--- config.mk ---
export PLATFORM = sky130hd
export DESIGN_NAME = serv_top
export DESIGN_NICKNAME = d
export VERILOG_FILES = /design/src/serv_pkg.sv /design/src/serv_wb_if.sv /design/src/serv_state.sv /design/src/serv_decode.sv /design/src/serv_alu.sv /design/src/serv_rf.sv /design/src/serv_ctrl.sv /design/src/serv_mem_if.sv /design/src/serv_arbiter.sv /design/src/serv_top.sv
export SDC_FILE = /design/constraint.sdc
export NUM_CORES = 2
export LEC_CHECK = 0
export BUFFER_PORTS_ARGS = -buffer_cell sky130_fd_sc_hd__buf_4
export CORE_ASPECT_RATIO = 0.8
export CORE_UTILIZATION = 44
export CTS_CLUSTER_DIAMETER = 200
export DETAILED_ROUTE_END_ITERATION = 16
export PLACE_DENSITY_LB_ADDON = 0.15
export SLEW_MARGIN = 40
export SYNTH_ARGS = -nofsm -noshare
export SYNTH_HDL_FRONTEND = slang
export SYNTH_SLANG_ARGS = --single-unit
--- constraint.sdc ---
create_clock -name clk -period 63.3 [get_ports clk]
set_input_delay 6.33 -clock clk [delete_from_list [all_inputs] [get_ports clk]]
set_output_delay 6.33 -clock clk [all_outputs]
set_load 0.01 [all_outputs]
--- src/serv_pkg.sv ---
package serv_pkg;

   typedef logic [31:0] word_t;
   typedef logic [4:0]  reg_addr_t;
   typedef logic [4:0]  cnt_t;
   typedef logic [6:0]  opcode_t;
   typedef logic [1:0]  rd_src_t;

   // First fetch address
   localparam word_t RESET_PC = 32'h0000_0000;

   // Major opcodes, instr[6:0]
   localparam opcode_t OPC_OP     = 7'b0110011;
   localparam opcode_t OPC_OPIMM  = 7'b0010011;
   localparam opcode_t OPC_LUI    = 7'b0110111;
   localparam opcode_t OPC_LOAD   = 7'b0000011;
   localparam opcode_t OPC_STORE  = 7'b0100011;
   localparam opcode_t OPC_BRANCH = 7'b1100011;
   localparam opcode_t OPC_JAL    = 7'b1101111;

   // Write-back source for rd
   localparam rd_src_t RD_SRC_ALU  = 2'd0;
   localparam rd_src_t RD_SRC_MEM  = 2'd1;
   localparam rd_src_t RD_SRC_CTRL = 2'd2;

   // Last bit position of a serial pass
   localparam cnt_t CNT_LAST = 5'd31;

   typedef enum logic [2:0] {
      ADD,
      SUB,
      AND,
      OR,
      XOR,
      PASS_B
   } alu_sel_t;

   typedef enum logic [2:0] {
      FETCH,
      DECODE,
      INIT,
      MEM,
      RUN
   } phase_t;

endpackage

--- src/serv_wb_if.sv ---
interface serv_wb_if
   import serv_pkg::*;
();

   word_t adr;
   word_t dat;
   logic  we;
   logic  cyc;
   word_t rdt;
   logic  ack;

   modport client (
      output adr, dat, we, cyc,
      input  rdt, ack
   );

   modport bus (
      input  adr, dat, we, cyc,
      output rdt, ack
   );

endinterface

--- src/serv_state.sv ---
module serv_state
   import serv_pkg::*;
(
   input  logic   clk,
   input  logic   i_reset,
   input  logic   i_ibus_ack,
   input  logic   i_dbus_ack,
   input  logic   i_two_phase,
   input  logic   i_mem_op,
   output phase_t o_phase,
   output cnt_t   o_cnt,
   output logic   o_cnt_done
);

   phase_t phase_q;
   phase_t phase_d;
   cnt_t   cnt_q;

   assign o_phase    = phase_q;
   assign o_cnt      = cnt_q;
   assign o_cnt_done = (cnt_q == CNT_LAST);

   always_comb begin
      phase_d = phase_q;
      case (phase_q)
         FETCH: begin
            if (i_ibus_ack) begin
               phase_d = DECODE;
            end
         end
         DECODE: begin
            phase_d = i_two_phase ? INIT : RUN;
         end
         INIT: begin
            // Branches skip the bus and go straight to RUN
            if (o_cnt_done) begin
               phase_d = i_mem_op ? MEM : RUN;
            end
         end
         MEM: begin
            if (i_dbus_ack) begin
               phase_d = RUN;
            end
         end
         RUN: begin
            if (o_cnt_done) begin
               phase_d = FETCH;
            end
         end
         default: begin
            phase_d = FETCH;
         end
      endcase
   end

   always_ff @(posedge clk) begin
      if (i_reset) begin
         phase_q <= FETCH;
         cnt_q   <= '0;
      end else begin
         phase_q <= phase_d;
         // Wraps to zero after bit 31
         if (phase_q == INIT || phase_q == RUN) begin
            cnt_q <= cnt_q + 5'd1;
         end
      end
   end

endmodule

--- src/serv_decode.sv ---
module serv_decode
   import serv_pkg::*;
(
   input  logic      clk,
   input  word_t     i_ibus_rdt,
   input  logic      i_ibus_ack,
   input  phase_t    i_phase,
   input  cnt_t      i_cnt,
   output logic      o_two_phase,
   output logic      o_mem_op,
   output logic      o_mem_we,
   output alu_sel_t  o_alu_sel,
   output logic      o_use_imm,
   output logic      o_imm,
   output logic      o_rd_en,
   output rd_src_t   o_rd_src,
   output reg_addr_t o_rd_addr,
   output reg_addr_t o_rs1_addr,
   output reg_addr_t o_rs2_addr,
   output logic      o_jump,
   output logic      o_branch_ne
);

   word_t      instr;
   opcode_t    opcode;
   logic [2:0] funct3;
   logic       f3_alu_ok;
   logic       is_op;
   logic       is_opimm;
   logic       is_lui;
   logic       is_load;
   logic       is_store;
   logic       is_branch;
   logic       is_jal;
   word_t      imm_word;

   always_ff @(posedge clk) begin
      if (i_phase == FETCH && i_ibus_ack) begin
         instr <= i_ibus_rdt;
      end
   end

   assign opcode = instr[6:0];
   assign funct3 = instr[14:12];

   // Only ADD/SUB, XOR, OR and AND
   assign f3_alu_ok = (funct3 == 3'b000) || (funct3 == 3'b100) ||
                      (funct3 == 3'b110) || (funct3 == 3'b111);

   // Anything outside the subset falls through as a no-op
   assign is_op     = (opcode == OPC_OP) && f3_alu_ok &&
                      ((instr[31:25] == 7'b0000000) ||
                       (instr[31:25] == 7'b0100000 && funct3 == 3'b000));
   assign is_opimm  = (opcode == OPC_OPIMM) && f3_alu_ok;
   assign is_lui    = (opcode == OPC_LUI);
   assign is_load   = (opcode == OPC_LOAD) && (funct3 == 3'b010);
   assign is_store  = (opcode == OPC_STORE) && (funct3 == 3'b010);
   assign is_branch = (opcode == OPC_BRANCH) && (funct3[2:1] == 2'b00);
   assign is_jal    = (opcode == OPC_JAL);

   assign o_two_phase = is_load || is_store || is_branch;
   assign o_mem_op    = is_load || is_store;
   assign o_mem_we    = is_store;
   assign o_use_imm   = is_opimm || is_lui;
   assign o_rd_en     = is_op || is_opimm || is_lui || is_load || is_jal;
   assign o_rd_src    = is_load ? RD_SRC_MEM : (is_jal ? RD_SRC_CTRL : RD_SRC_ALU);
   assign o_rd_addr   = instr[11:7];
   assign o_rs1_addr  = instr[19:15];
   assign o_rs2_addr  = instr[24:20];

   // JAL rides the branch path with branch_ne low, eq stays set without INIT
   assign o_jump      = is_jal || is_branch;
   assign o_branch_ne = is_branch && funct3[0];

   always_comb begin
      if (is_lui) begin
         o_alu_sel = PASS_B;
      end else begin
         case (funct3)
            3'b100:  o_alu_sel = XOR;
            3'b110:  o_alu_sel = OR;
            3'b111:  o_alu_sel = AND;
            default: o_alu_sel = (is_op && instr[30]) ? SUB : ADD;
         endcase
      end
   end

   // Immediate formats, sign bit replicated above the top bit
   always_comb begin
      case (opcode)
         OPC_LUI:    imm_word = {instr[31:12], 12'b0};
         OPC_STORE:  imm_word = {{21{instr[31]}}, instr[30:25], instr[11:7]};
         OPC_BRANCH: imm_word = {{20{instr[31]}}, instr[7], instr[30:25],
                                 instr[11:8], 1'b0};
         OPC_JAL:    imm_word = {{12{instr[31]}}, instr[19:12], instr[20],
                                 instr[30:21], 1'b0};
         default:    imm_word = {{21{instr[31]}}, instr[30:20]};
      endcase
   end

   assign o_imm = imm_word[i_cnt];

endmodule

--- src/serv_alu.sv ---
module serv_alu
   import serv_pkg::*;
(
   input  logic     clk,
   input  logic     i_reset,
   input  phase_t   i_phase,
   input  cnt_t     i_cnt,
   input  logic     i_rs1,
   input  logic     i_rs2,
   input  logic     i_imm,
   input  logic     i_use_imm,
   input  alu_sel_t i_sel,
   output logic     o_rd,
   output logic     o_eq
);

   logic op_b;
   logic b_inv;
   logic carry_q;
   logic carry_in;
   logic sum;

   assign op_b  = i_use_imm ? i_imm : i_rs2;
   assign b_inv = (i_sel == SUB) ? ~op_b : op_b;

   // Bit 0 takes the preset, +1 of two's complement for SUB
   assign carry_in = (i_cnt == '0) ? (i_sel == SUB) : carry_q;
   assign sum      = i_rs1 ^ b_inv ^ carry_in;

   always_comb begin
      case (i_sel)
         AND:     o_rd = i_rs1 & op_b;
         OR:      o_rd = i_rs1 | op_b;
         XOR:     o_rd = i_rs1 ^ op_b;
         PASS_B:  o_rd = op_b;
         default: o_rd = sum;
      endcase
   end

   always_ff @(posedge clk) begin
      if (i_reset) begin
         carry_q <= 1'b0;
         o_eq    <= 1'b1;
      end else begin
         carry_q <= (i_rs1 & b_inv) | (carry_in & (i_rs1 ^ b_inv));
         if (i_phase == DECODE) begin
            o_eq <= 1'b1;
         end else if (i_phase == INIT && (i_rs1 != op_b)) begin
            o_eq <= 1'b0;
         end
      end
   end

endmodule

--- src/serv_rf.sv ---
module serv_rf
   import serv_pkg::*;
(
   input  logic      clk,
   input  phase_t    i_phase,
   input  cnt_t      i_cnt,
   input  reg_addr_t i_rs1_addr,
   input  reg_addr_t i_rs2_addr,
   input  reg_addr_t i_rd_addr,
   input  logic      i_rd_en,
   input  rd_src_t   i_rd_src,
   input  logic      i_alu_rd,
   input  logic      i_mem_rd,
   input  logic      i_ctrl_rd,
   output logic      o_rs1,
   output logic      o_rs2
);

   word_t regs [32];
   logic  rd_bit;
   logic  wr_en;

   always_comb begin
      case (i_rd_src)
         RD_SRC_MEM:  rd_bit = i_mem_rd;
         RD_SRC_CTRL: rd_bit = i_ctrl_rd;
         default:     rd_bit = i_alu_rd;
      endcase
   end

   // x0 is never written and always reads as zero
   assign wr_en = (i_phase == RUN) && i_rd_en && (i_rd_addr != '0);

   assign o_rs1 = (i_rs1_addr == '0) ? 1'b0 : regs[i_rs1_addr][i_cnt];
   assign o_rs2 = (i_rs2_addr == '0) ? 1'b0 : regs[i_rs2_addr][i_cnt];

   // Bit cnt is read before the edge that overwrites it
   always_ff @(posedge clk) begin
      if (wr_en) begin
         regs[i_rd_addr][i_cnt] <= rd_bit;
      end
   end

endmodule

--- src/serv_ctrl.sv ---
module serv_ctrl
   import serv_pkg::*;
(
   input  logic      clk,
   input  logic      i_reset,
   input  phase_t    i_phase,
   input  cnt_t      i_cnt,
   input  logic      i_imm,
   input  logic      i_jump,
   input  logic      i_branch_ne,
   input  logic      i_eq,
   output logic      o_rd,
   serv_wb_if.client ibus
);

   word_t pc_q;
   logic  cyc_q;
   logic  c4_q;
   logic  cj_q;
   logic  c4_in;
   logic  cj_in;
   logic  four_bit;
   logic  pc4_bit;
   logic  pcj_bit;
   logic  take;
   logic  run_done;

   assign c4_in    = (i_cnt == '0) ? 1'b0 : c4_q;
   assign cj_in    = (i_cnt == '0) ? 1'b0 : cj_q;
   assign four_bit = (i_cnt == 5'd2);
   assign pc4_bit  = pc_q[0] ^ four_bit ^ c4_in;
   assign pcj_bit  = pc_q[0] ^ i_imm ^ cj_in;
   assign take     = i_jump && (i_eq != i_branch_ne);
   assign run_done = (i_phase == RUN) && (i_cnt == CNT_LAST);

   // Link value for JAL
   assign o_rd = pc4_bit;

   assign ibus.adr = pc_q;
   assign ibus.dat = '0;
   assign ibus.we  = 1'b0;
   assign ibus.cyc = cyc_q;

   always_ff @(posedge clk) begin
      if (i_reset) begin
         pc_q  <= RESET_PC;
         cyc_q <= 1'b0;
      end else begin
         // Request goes up together with the move into FETCH
         if (ibus.ack) begin
            cyc_q <= 1'b0;
         end else if (i_phase == FETCH || run_done) begin
            cyc_q <= 1'b1;
         end
         // LSB first, PC is whole again after bit 31
         if (i_phase == RUN) begin
            pc_q <= {take ? pcj_bit : pc4_bit, pc_q[31:1]};
         end
      end
   end

   always_ff @(posedge clk) begin
      if (i_phase == RUN) begin
         c4_q <= (pc_q[0] & four_bit) | (c4_in & (pc_q[0] ^ four_bit));
         cj_q <= (pc_q[0] & i_imm) | (cj_in & (pc_q[0] ^ i_imm));
      end
   end

endmodule

--- src/serv_mem_if.sv ---
module serv_mem_if
   import serv_pkg::*;
(
   input  logic      clk,
   input  phase_t    i_phase,
   input  cnt_t      i_cnt,
   input  logic      i_mem_we,
   input  logic      i_rs1,
   input  logic      i_imm,
   input  logic      i_rs2,
   output logic      o_rd,
   serv_wb_if.client dbus
);

   word_t adr_q;
   word_t dat_q;
   logic  carry_q;
   logic  carry_in;
   logic  adr_bit;

   assign carry_in = (i_cnt == '0) ? 1'b0 : carry_q;
   assign adr_bit  = i_rs1 ^ i_imm ^ carry_in;

   always_ff @(posedge clk) begin
      if (i_phase == INIT) begin
         adr_q   <= {adr_bit, adr_q[31:1]};
         dat_q   <= {i_rs2, dat_q[31:1]};
         carry_q <= (i_rs1 & i_imm) | (carry_in & (i_rs1 ^ i_imm));
      end else if (i_phase == MEM) begin
         if (dbus.ack && !i_mem_we) begin
            dat_q <= dbus.rdt;
         end
      end else if (i_phase == RUN) begin
         // Load data goes out to rd one bit per cycle
         dat_q <= {1'b0, dat_q[31:1]};
      end
   end

   assign o_rd = dat_q[0];

   assign dbus.adr = adr_q;
   assign dbus.dat = dat_q;
   assign dbus.cyc = (i_phase == MEM);
   assign dbus.we  = (i_phase == MEM) && i_mem_we;

endmodule

--- src/serv_arbiter.sv ---
module serv_arbiter
   import serv_pkg::*;
(
   input  logic   clk,
   input  logic   i_reset,
   serv_wb_if.bus ibus,
   serv_wb_if.bus dbus,
   output word_t  o_adr,
   output word_t  o_dat,
   output logic   o_we,
   output logic   o_cyc,
   input  word_t  i_rdt,
   input  logic   i_ack
);

   logic busy_q;
   logic gnt_q;
   logic gnt_data;
   logic cyc;

   // Fresh choice only when idle, data wins
   assign gnt_data = busy_q ? gnt_q : dbus.cyc;
   assign cyc      = gnt_data ? dbus.cyc : ibus.cyc;

   assign o_adr = gnt_data ? dbus.adr : ibus.adr;
   assign o_dat = gnt_data ? dbus.dat : ibus.dat;
   assign o_we  = gnt_data ? dbus.we : ibus.we;
   assign o_cyc = cyc;

   assign dbus.ack = i_ack && cyc && gnt_data;
   assign ibus.ack = i_ack && cyc && !gnt_data;
   assign dbus.rdt = gnt_data ? i_rdt : '0;
   assign ibus.rdt = gnt_data ? '0 : i_rdt;

   always_ff @(posedge clk) begin
      if (i_reset) begin
         busy_q <= 1'b0;
         gnt_q  <= 1'b0;
      end else begin
         busy_q <= cyc && !i_ack;
         gnt_q  <= gnt_data;
      end
   end

endmodule

--- src/serv_top.sv ---
module serv_top
   import serv_pkg::*;
(
   input  logic  clk,
   input  logic  i_reset,
   output word_t o_adr,
   output word_t o_dat,
   output logic  o_we,
   output logic  o_cyc,
   input  word_t i_rdt,
   input  logic  i_ack
);

   phase_t    phase;
   cnt_t      cnt;
   logic      two_phase;
   logic      mem_op;
   logic      mem_we;
   alu_sel_t  alu_sel;
   logic      use_imm;
   logic      imm;
   logic      rd_en;
   rd_src_t   rd_src;
   reg_addr_t rd_addr;
   reg_addr_t rs1_addr;
   reg_addr_t rs2_addr;
   logic      jump;
   logic      branch_ne;
   logic      eq;
   logic      rs1;
   logic      rs2;
   logic      alu_rd;
   logic      mem_rd;
   logic      ctrl_rd;

   serv_wb_if ibus ();
   serv_wb_if dbus ();

   serv_state u_state (
      .clk         (clk),
      .i_reset     (i_reset),
      .i_ibus_ack  (ibus.ack),
      .i_dbus_ack  (dbus.ack),
      .i_two_phase (two_phase),
      .i_mem_op    (mem_op),
      .o_phase     (phase),
      .o_cnt       (cnt),
      .o_cnt_done  ()
   );

   serv_decode u_decode (
      .clk         (clk),
      .i_ibus_rdt  (ibus.rdt),
      .i_ibus_ack  (ibus.ack),
      .i_phase     (phase),
      .i_cnt       (cnt),
      .o_two_phase (two_phase),
      .o_mem_op    (mem_op),
      .o_mem_we    (mem_we),
      .o_alu_sel   (alu_sel),
      .o_use_imm   (use_imm),
      .o_imm       (imm),
      .o_rd_en     (rd_en),
      .o_rd_src    (rd_src),
      .o_rd_addr   (rd_addr),
      .o_rs1_addr  (rs1_addr),
      .o_rs2_addr  (rs2_addr),
      .o_jump      (jump),
      .o_branch_ne (branch_ne)
   );

   serv_alu u_alu (
      .clk       (clk),
      .i_reset   (i_reset),
      .i_phase   (phase),
      .i_cnt     (cnt),
      .i_rs1     (rs1),
      .i_rs2     (rs2),
      .i_imm     (imm),
      .i_use_imm (use_imm),
      .i_sel     (alu_sel),
      .o_rd      (alu_rd),
      .o_eq      (eq)
   );

   serv_rf u_rf (
      .clk        (clk),
      .i_phase    (phase),
      .i_cnt      (cnt),
      .i_rs1_addr (rs1_addr),
      .i_rs2_addr (rs2_addr),
      .i_rd_addr  (rd_addr),
      .i_rd_en    (rd_en),
      .i_rd_src   (rd_src),
      .i_alu_rd   (alu_rd),
      .i_mem_rd   (mem_rd),
      .i_ctrl_rd  (ctrl_rd),
      .o_rs1      (rs1),
      .o_rs2      (rs2)
   );

   serv_ctrl u_ctrl (
      .clk         (clk),
      .i_reset     (i_reset),
      .i_phase     (phase),
      .i_cnt       (cnt),
      .i_imm       (imm),
      .i_jump      (jump),
      .i_branch_ne (branch_ne),
      .i_eq        (eq),
      .o_rd        (ctrl_rd),
      .ibus        (ibus.client)
   );

   serv_mem_if u_mem_if (
      .clk      (clk),
      .i_phase  (phase),
      .i_cnt    (cnt),
      .i_mem_we (mem_we),
      .i_rs1    (rs1),
      .i_imm    (imm),
      .i_rs2    (rs2),
      .o_rd     (mem_rd),
      .dbus     (dbus.client)
   );

   serv_arbiter u_arbiter (
      .clk     (clk),
      .i_reset (i_reset),
      .ibus    (ibus.bus),
      .dbus    (dbus.bus),
      .o_adr   (o_adr),
      .o_dat   (o_dat),
      .o_we    (o_we),
      .o_cyc   (o_cyc),
      .i_rdt   (i_rdt),
      .i_ack   (i_ack)
   );

endmodule

==> flow_metrics.py <==
metrics = {
    "cells_and_area": {
        "nNetsFinal": 4279,
        "final_common_cell": "edfxtp_1",
        "layout-drive-gt1-share_pct": 25.2,
        "areaGrowthSynthToFinish_pct": 11.2,
        "design_area_sq_um": 66500,
        "layout_common_cells": "edfxtp_1, nor2_1, mux4_2",
    },
    "setup_path": {
        "crit_end": "u_rf.regs[2][2]$_DFFE_PP_",
        "cp_max_fo": 117,
        "crit_slowest_cell": "dfxtp_4",
        "worstPathCellList": "buf_4 -> buf_4 -> buf_12 -> mux4_2 -> mux4_2 -> nor2_1 -> a211oi_1 -> a41oi_1 -> nand4_1 -> or4_1 -> nor3_2 -> o31a_1 -> ha_1 -> inv_1 -> mux2i_1 -> o22ai_1 -> a211oi_1 -> a211oi_1 -> o22ai_4 -> buf_4 -> clkbuf_8 -> buf_4 -> buf_12 -> buf_6",
        "end_kind": "register",
        "criticalPathCategory": "reg -> reg",
        "cp.depth": 24,
        "cpMostUsedCell": "buf_4",
        "cp-start-kind": "register",
        "worst_r2r_path_depth": 24,
        "ff2ff_setup_slack_ns": 52.99,
        "critPathMaxStageDelay_ns": 0.79,
        "critPathBufInv": 9,
        "r2r-end": "u_rf.regs[2][2]$_DFFE_PP_",
        "path_delay_family": "buffers and inverters",
        "cp_data_required_time_ns": 63.74,
        "cp.arrival_ns": 10.75,
    },
    "detailed_routing": {
        "num_vias": 40573,
        "dr.pass1.iters": 7,
        "route.detailed.drc": 0,
        "via_per_inst": 6.64,
        "drt_iter0_drc": 6557,
        "ant_nets": 0,
        "wl_per_cell_um": 33.7,
        "drt-total-wl_um": 206000,
    },
    "global_routing": {
        "grt_pass1_vias": 38413,
        "grt_pass1_wl_um": 291000,
        "grt_usage_pct": 29.6,
        "grt_max_degree": 124,
        "overflow": 0,
        "antenna_found_initial": 5,
    },
    "sta": {
        "maxSlewViolCount": 0,
        "period_share_pct": 16.3,
        "tns_ns": 0,
        "max_freq_mhz": 97.0,
        "hold_viol": 0,
        "tightestPinTransition_ns": 0.983,
        "fin_worst_skew_ns": 0.0361,
        "slew_headroom_pct": 33.9,
        "rsz0062_at_grt": "false",
        "setup_viol": 0,
        "layout_min_cycle_time_ns": 10.31,
    },
    "logic_synthesis": {
        "syn-cell-area_sq_um": 59800,
        "yosys.cell_types.count": 76,
        "ys_seq_elements": 1178,
        "yosysTopAreaCell": "edfxtp_1",
        "synth-simple-area-share_pct": 11.0,
        "synthXorXnorAreaFrac_pct": 0.0440,
        "synth_cells": 4281,
        "yosysWarnings": 0,
        "netlist_top_cells_area": "edfxtp_1, mux4_2, nor2_1, mux2i_1, clkbuf_1",
        "synth_top_family_by_area": "multiplexers",
        "synth_edf_count": 1123,
        "synth_compound_area_share_pct": 4.21,
        "synth_top_area_share_pct": 56.4,
        "yosysSeqAreaShare_pct": 58.3,
        "synthAdderAreaFrac_pct": 0.280,
        "synth.area.mux_share_pct": 22.8,
        "ys_async_sr_fraction_pct": 0,
        "synth_flop_cell": "edfxtp_1",
        "syn-mean-instance-area_sq_um": 14.0,
    },
    "placement": {
        "place_area_sq_um": 62500,
        "numPortBuffers": 100,
        "dp_hpwl_um": 118000,
        "gp_congestion": 0.909,
    },
    "min_path": {
        "worstHoldStart": "u_mem_if.dbus.adr[1]$_DFFE_PP_",
        "hp-class": "reg -> reg",
    },
    "floorplanning": {
        "rows": 120,
        "coreArea_sq_um": 134000,
        "die_x_um": 414,
        "die_y_um": 332,
        "start_util_pct": 44.5,
        "dieArea_sq_um": 137000,
        "ios": 101,
    },
    "clock_tree": {
        "clk_latency_ns": 0.77,
        "ctsHoldBuffers": 0,
        "clock_path_buffers": 3,
        "post_cts_resized": 0,
        "clock-root-buffer": "clkbuf_16",
        "cts_max_level": 3,
        "clk_pin_slew_ns": 0.06,
        "cts_buffers": 119,
        "cts.sinks": 1178,
        "cts_tree": "yes",
        "cts_setup_buffers": 0,
    },
    "status": {
        "status": "completed",
    },
    "power_and_ir_drop": {
        "p_per_area_nw_per_um2": 30.8,
        "irDropWorstVdd_mv": 0.0226,
        "p_leak_nw": 20.4,
    },
    "job": {
        "max_cap_violations": 0,
    },
}
[worst min-delay path by stage]
stage                     cells after the start                               to  slack (ns)
after global routing                          0   u_mem_if.dbus.adr[0]$_DFFE_PP_        0.45
after detailed placement                      0   u_mem_if.dbus.adr[0]$_DFFE_PP_        0.43
after global placement                        0  u_mem_if.dbus.adr[22]$_DFFE_PP_        0.43
after CTS                                     0   u_mem_if.dbus.adr[0]$_DFFE_PP_        0.44
after floorplan                               0   u_mem_if.dbus.adr[0]$_DFFE_PP_        0.42
final                                         0   u_mem_if.dbus.adr[0]$_DFFE_PP_        0.44
[where the power goes]
part	switching (mW)	total, mW	internal [mW]
registers	0.0135	0.975	0.961
clock network	0.318	0.731	0.413
logic	0.227	0.341	0.113
total	0.558	2.05	1.49
[per-stage QoR]
step / worst slack, ns / util, % / hold WS (ns) / total power, mW / instances
2_1_floorplan: 26.16 / - / 0.422 / 1.40 / 4312
3_3_place_gp: 52.36 / 46.2 / 0.428 / 1.32 / 5869
3_5_place_dp: 53.15 / 46.5 / 0.430 / 1.33 / 5879
4_1_cts: 53.12 / 49.4 / 0.444 / 2.05 / 6101
5_1_grt: 52.55 / 49.5 / 0.446 / 2.10 / 6104
6_report: 52.99 / 49.5 / 0.443 / 2.05 / 6106
[layout make-up]
type | count | area (sq um)
fillers | 11629 | 67900
diodes | 3 | 7.51
clock buffers | 150 | 3270
flip-flops and latches | 1178 | 34900
well taps | 1769 | 2210
multi-input cells | 2689 | 23400
inverters | 20 | 75.1
clock inverters | 72 | 689
repair buffers | 225 | 2010
[synthesized netlist by cell type, drive strengths merged (26+ instances only)]
cell / n
nand2: 222
and2: 47
mux2i: 139
mux4: 513
dfxtp: 55
nor3: 31
a22o: 44
nor2: 1068
mux2: 62
nand3: 43
a22oi: 75
buf: 124
edfxtp: 1123
clkbuf: 301
nor2b: 59
o21ai: 26
a21oi: 75
[flip-flops by register name, summed over array words and instances, names as in the netlist, named ones only]
signal / cells
u_decode.instr: 32
u_arbiter.gnt_q: 1
u_mem_if.carry_q: 1
u_mem_if.dbus.adr: 32
u_state.o_phase: 3
u_ctrl.cj_q: 1
u_ctrl.c4_q: 1
u_mem_if.dbus.dat: 32
u_ctrl.ibus.cyc: 1
u_state.o_cnt: 5
u_ctrl.ibus.adr: 32
u_rf.regs: 1024
u_arbiter.busy_q: 1
u_alu.o_eq: 1
u_alu.carry_q: 1
[kinds of logic after synthesis]
| logic type | after synthesis |
|---|---|
| compound gates | 357 |
| simple gates | 1572 |
| other cells | 1 |
| mux | 714 |
| xor+xnor | 3 |
| flops | 1178 |
| fa+ha+maj | 11 |
| buf+inv | 445 |
[worst reg2reg max path, cell delays in order, from the launching register on]
cell and delay (ns):
dfxtp_4 0.79, buf_4 0.66, buf_4 0.74, buf_12 0.53, mux4_2 0.77, mux4_2 0.48, nor2_1 0.13, a211oi_1 0.12
a41oi_1 0.53, nand4_1 0.19, or4_1 0.59, nor3_2 0.36, o31a_1 0.20, ha_1 0.18, inv_1 0.04, mux2i_1 0.12
o22ai_1 0.09, a211oi_1 0.34, a211oi_1 0.14, o22ai_4 0.12, buf_4 0.47, clkbuf_8 0.69, buf_4 0.65, buf_12 0.32
buf_6 0.62
[layer usage]
metal  part of all wire (%)  GRT usage (%)
met2                     44           44.0
met1                     40           42.4
met3                     12           7.72
met5                  0.056          0.553
met4                    3.7           9.50
Power figures use the tool's default switching activity.
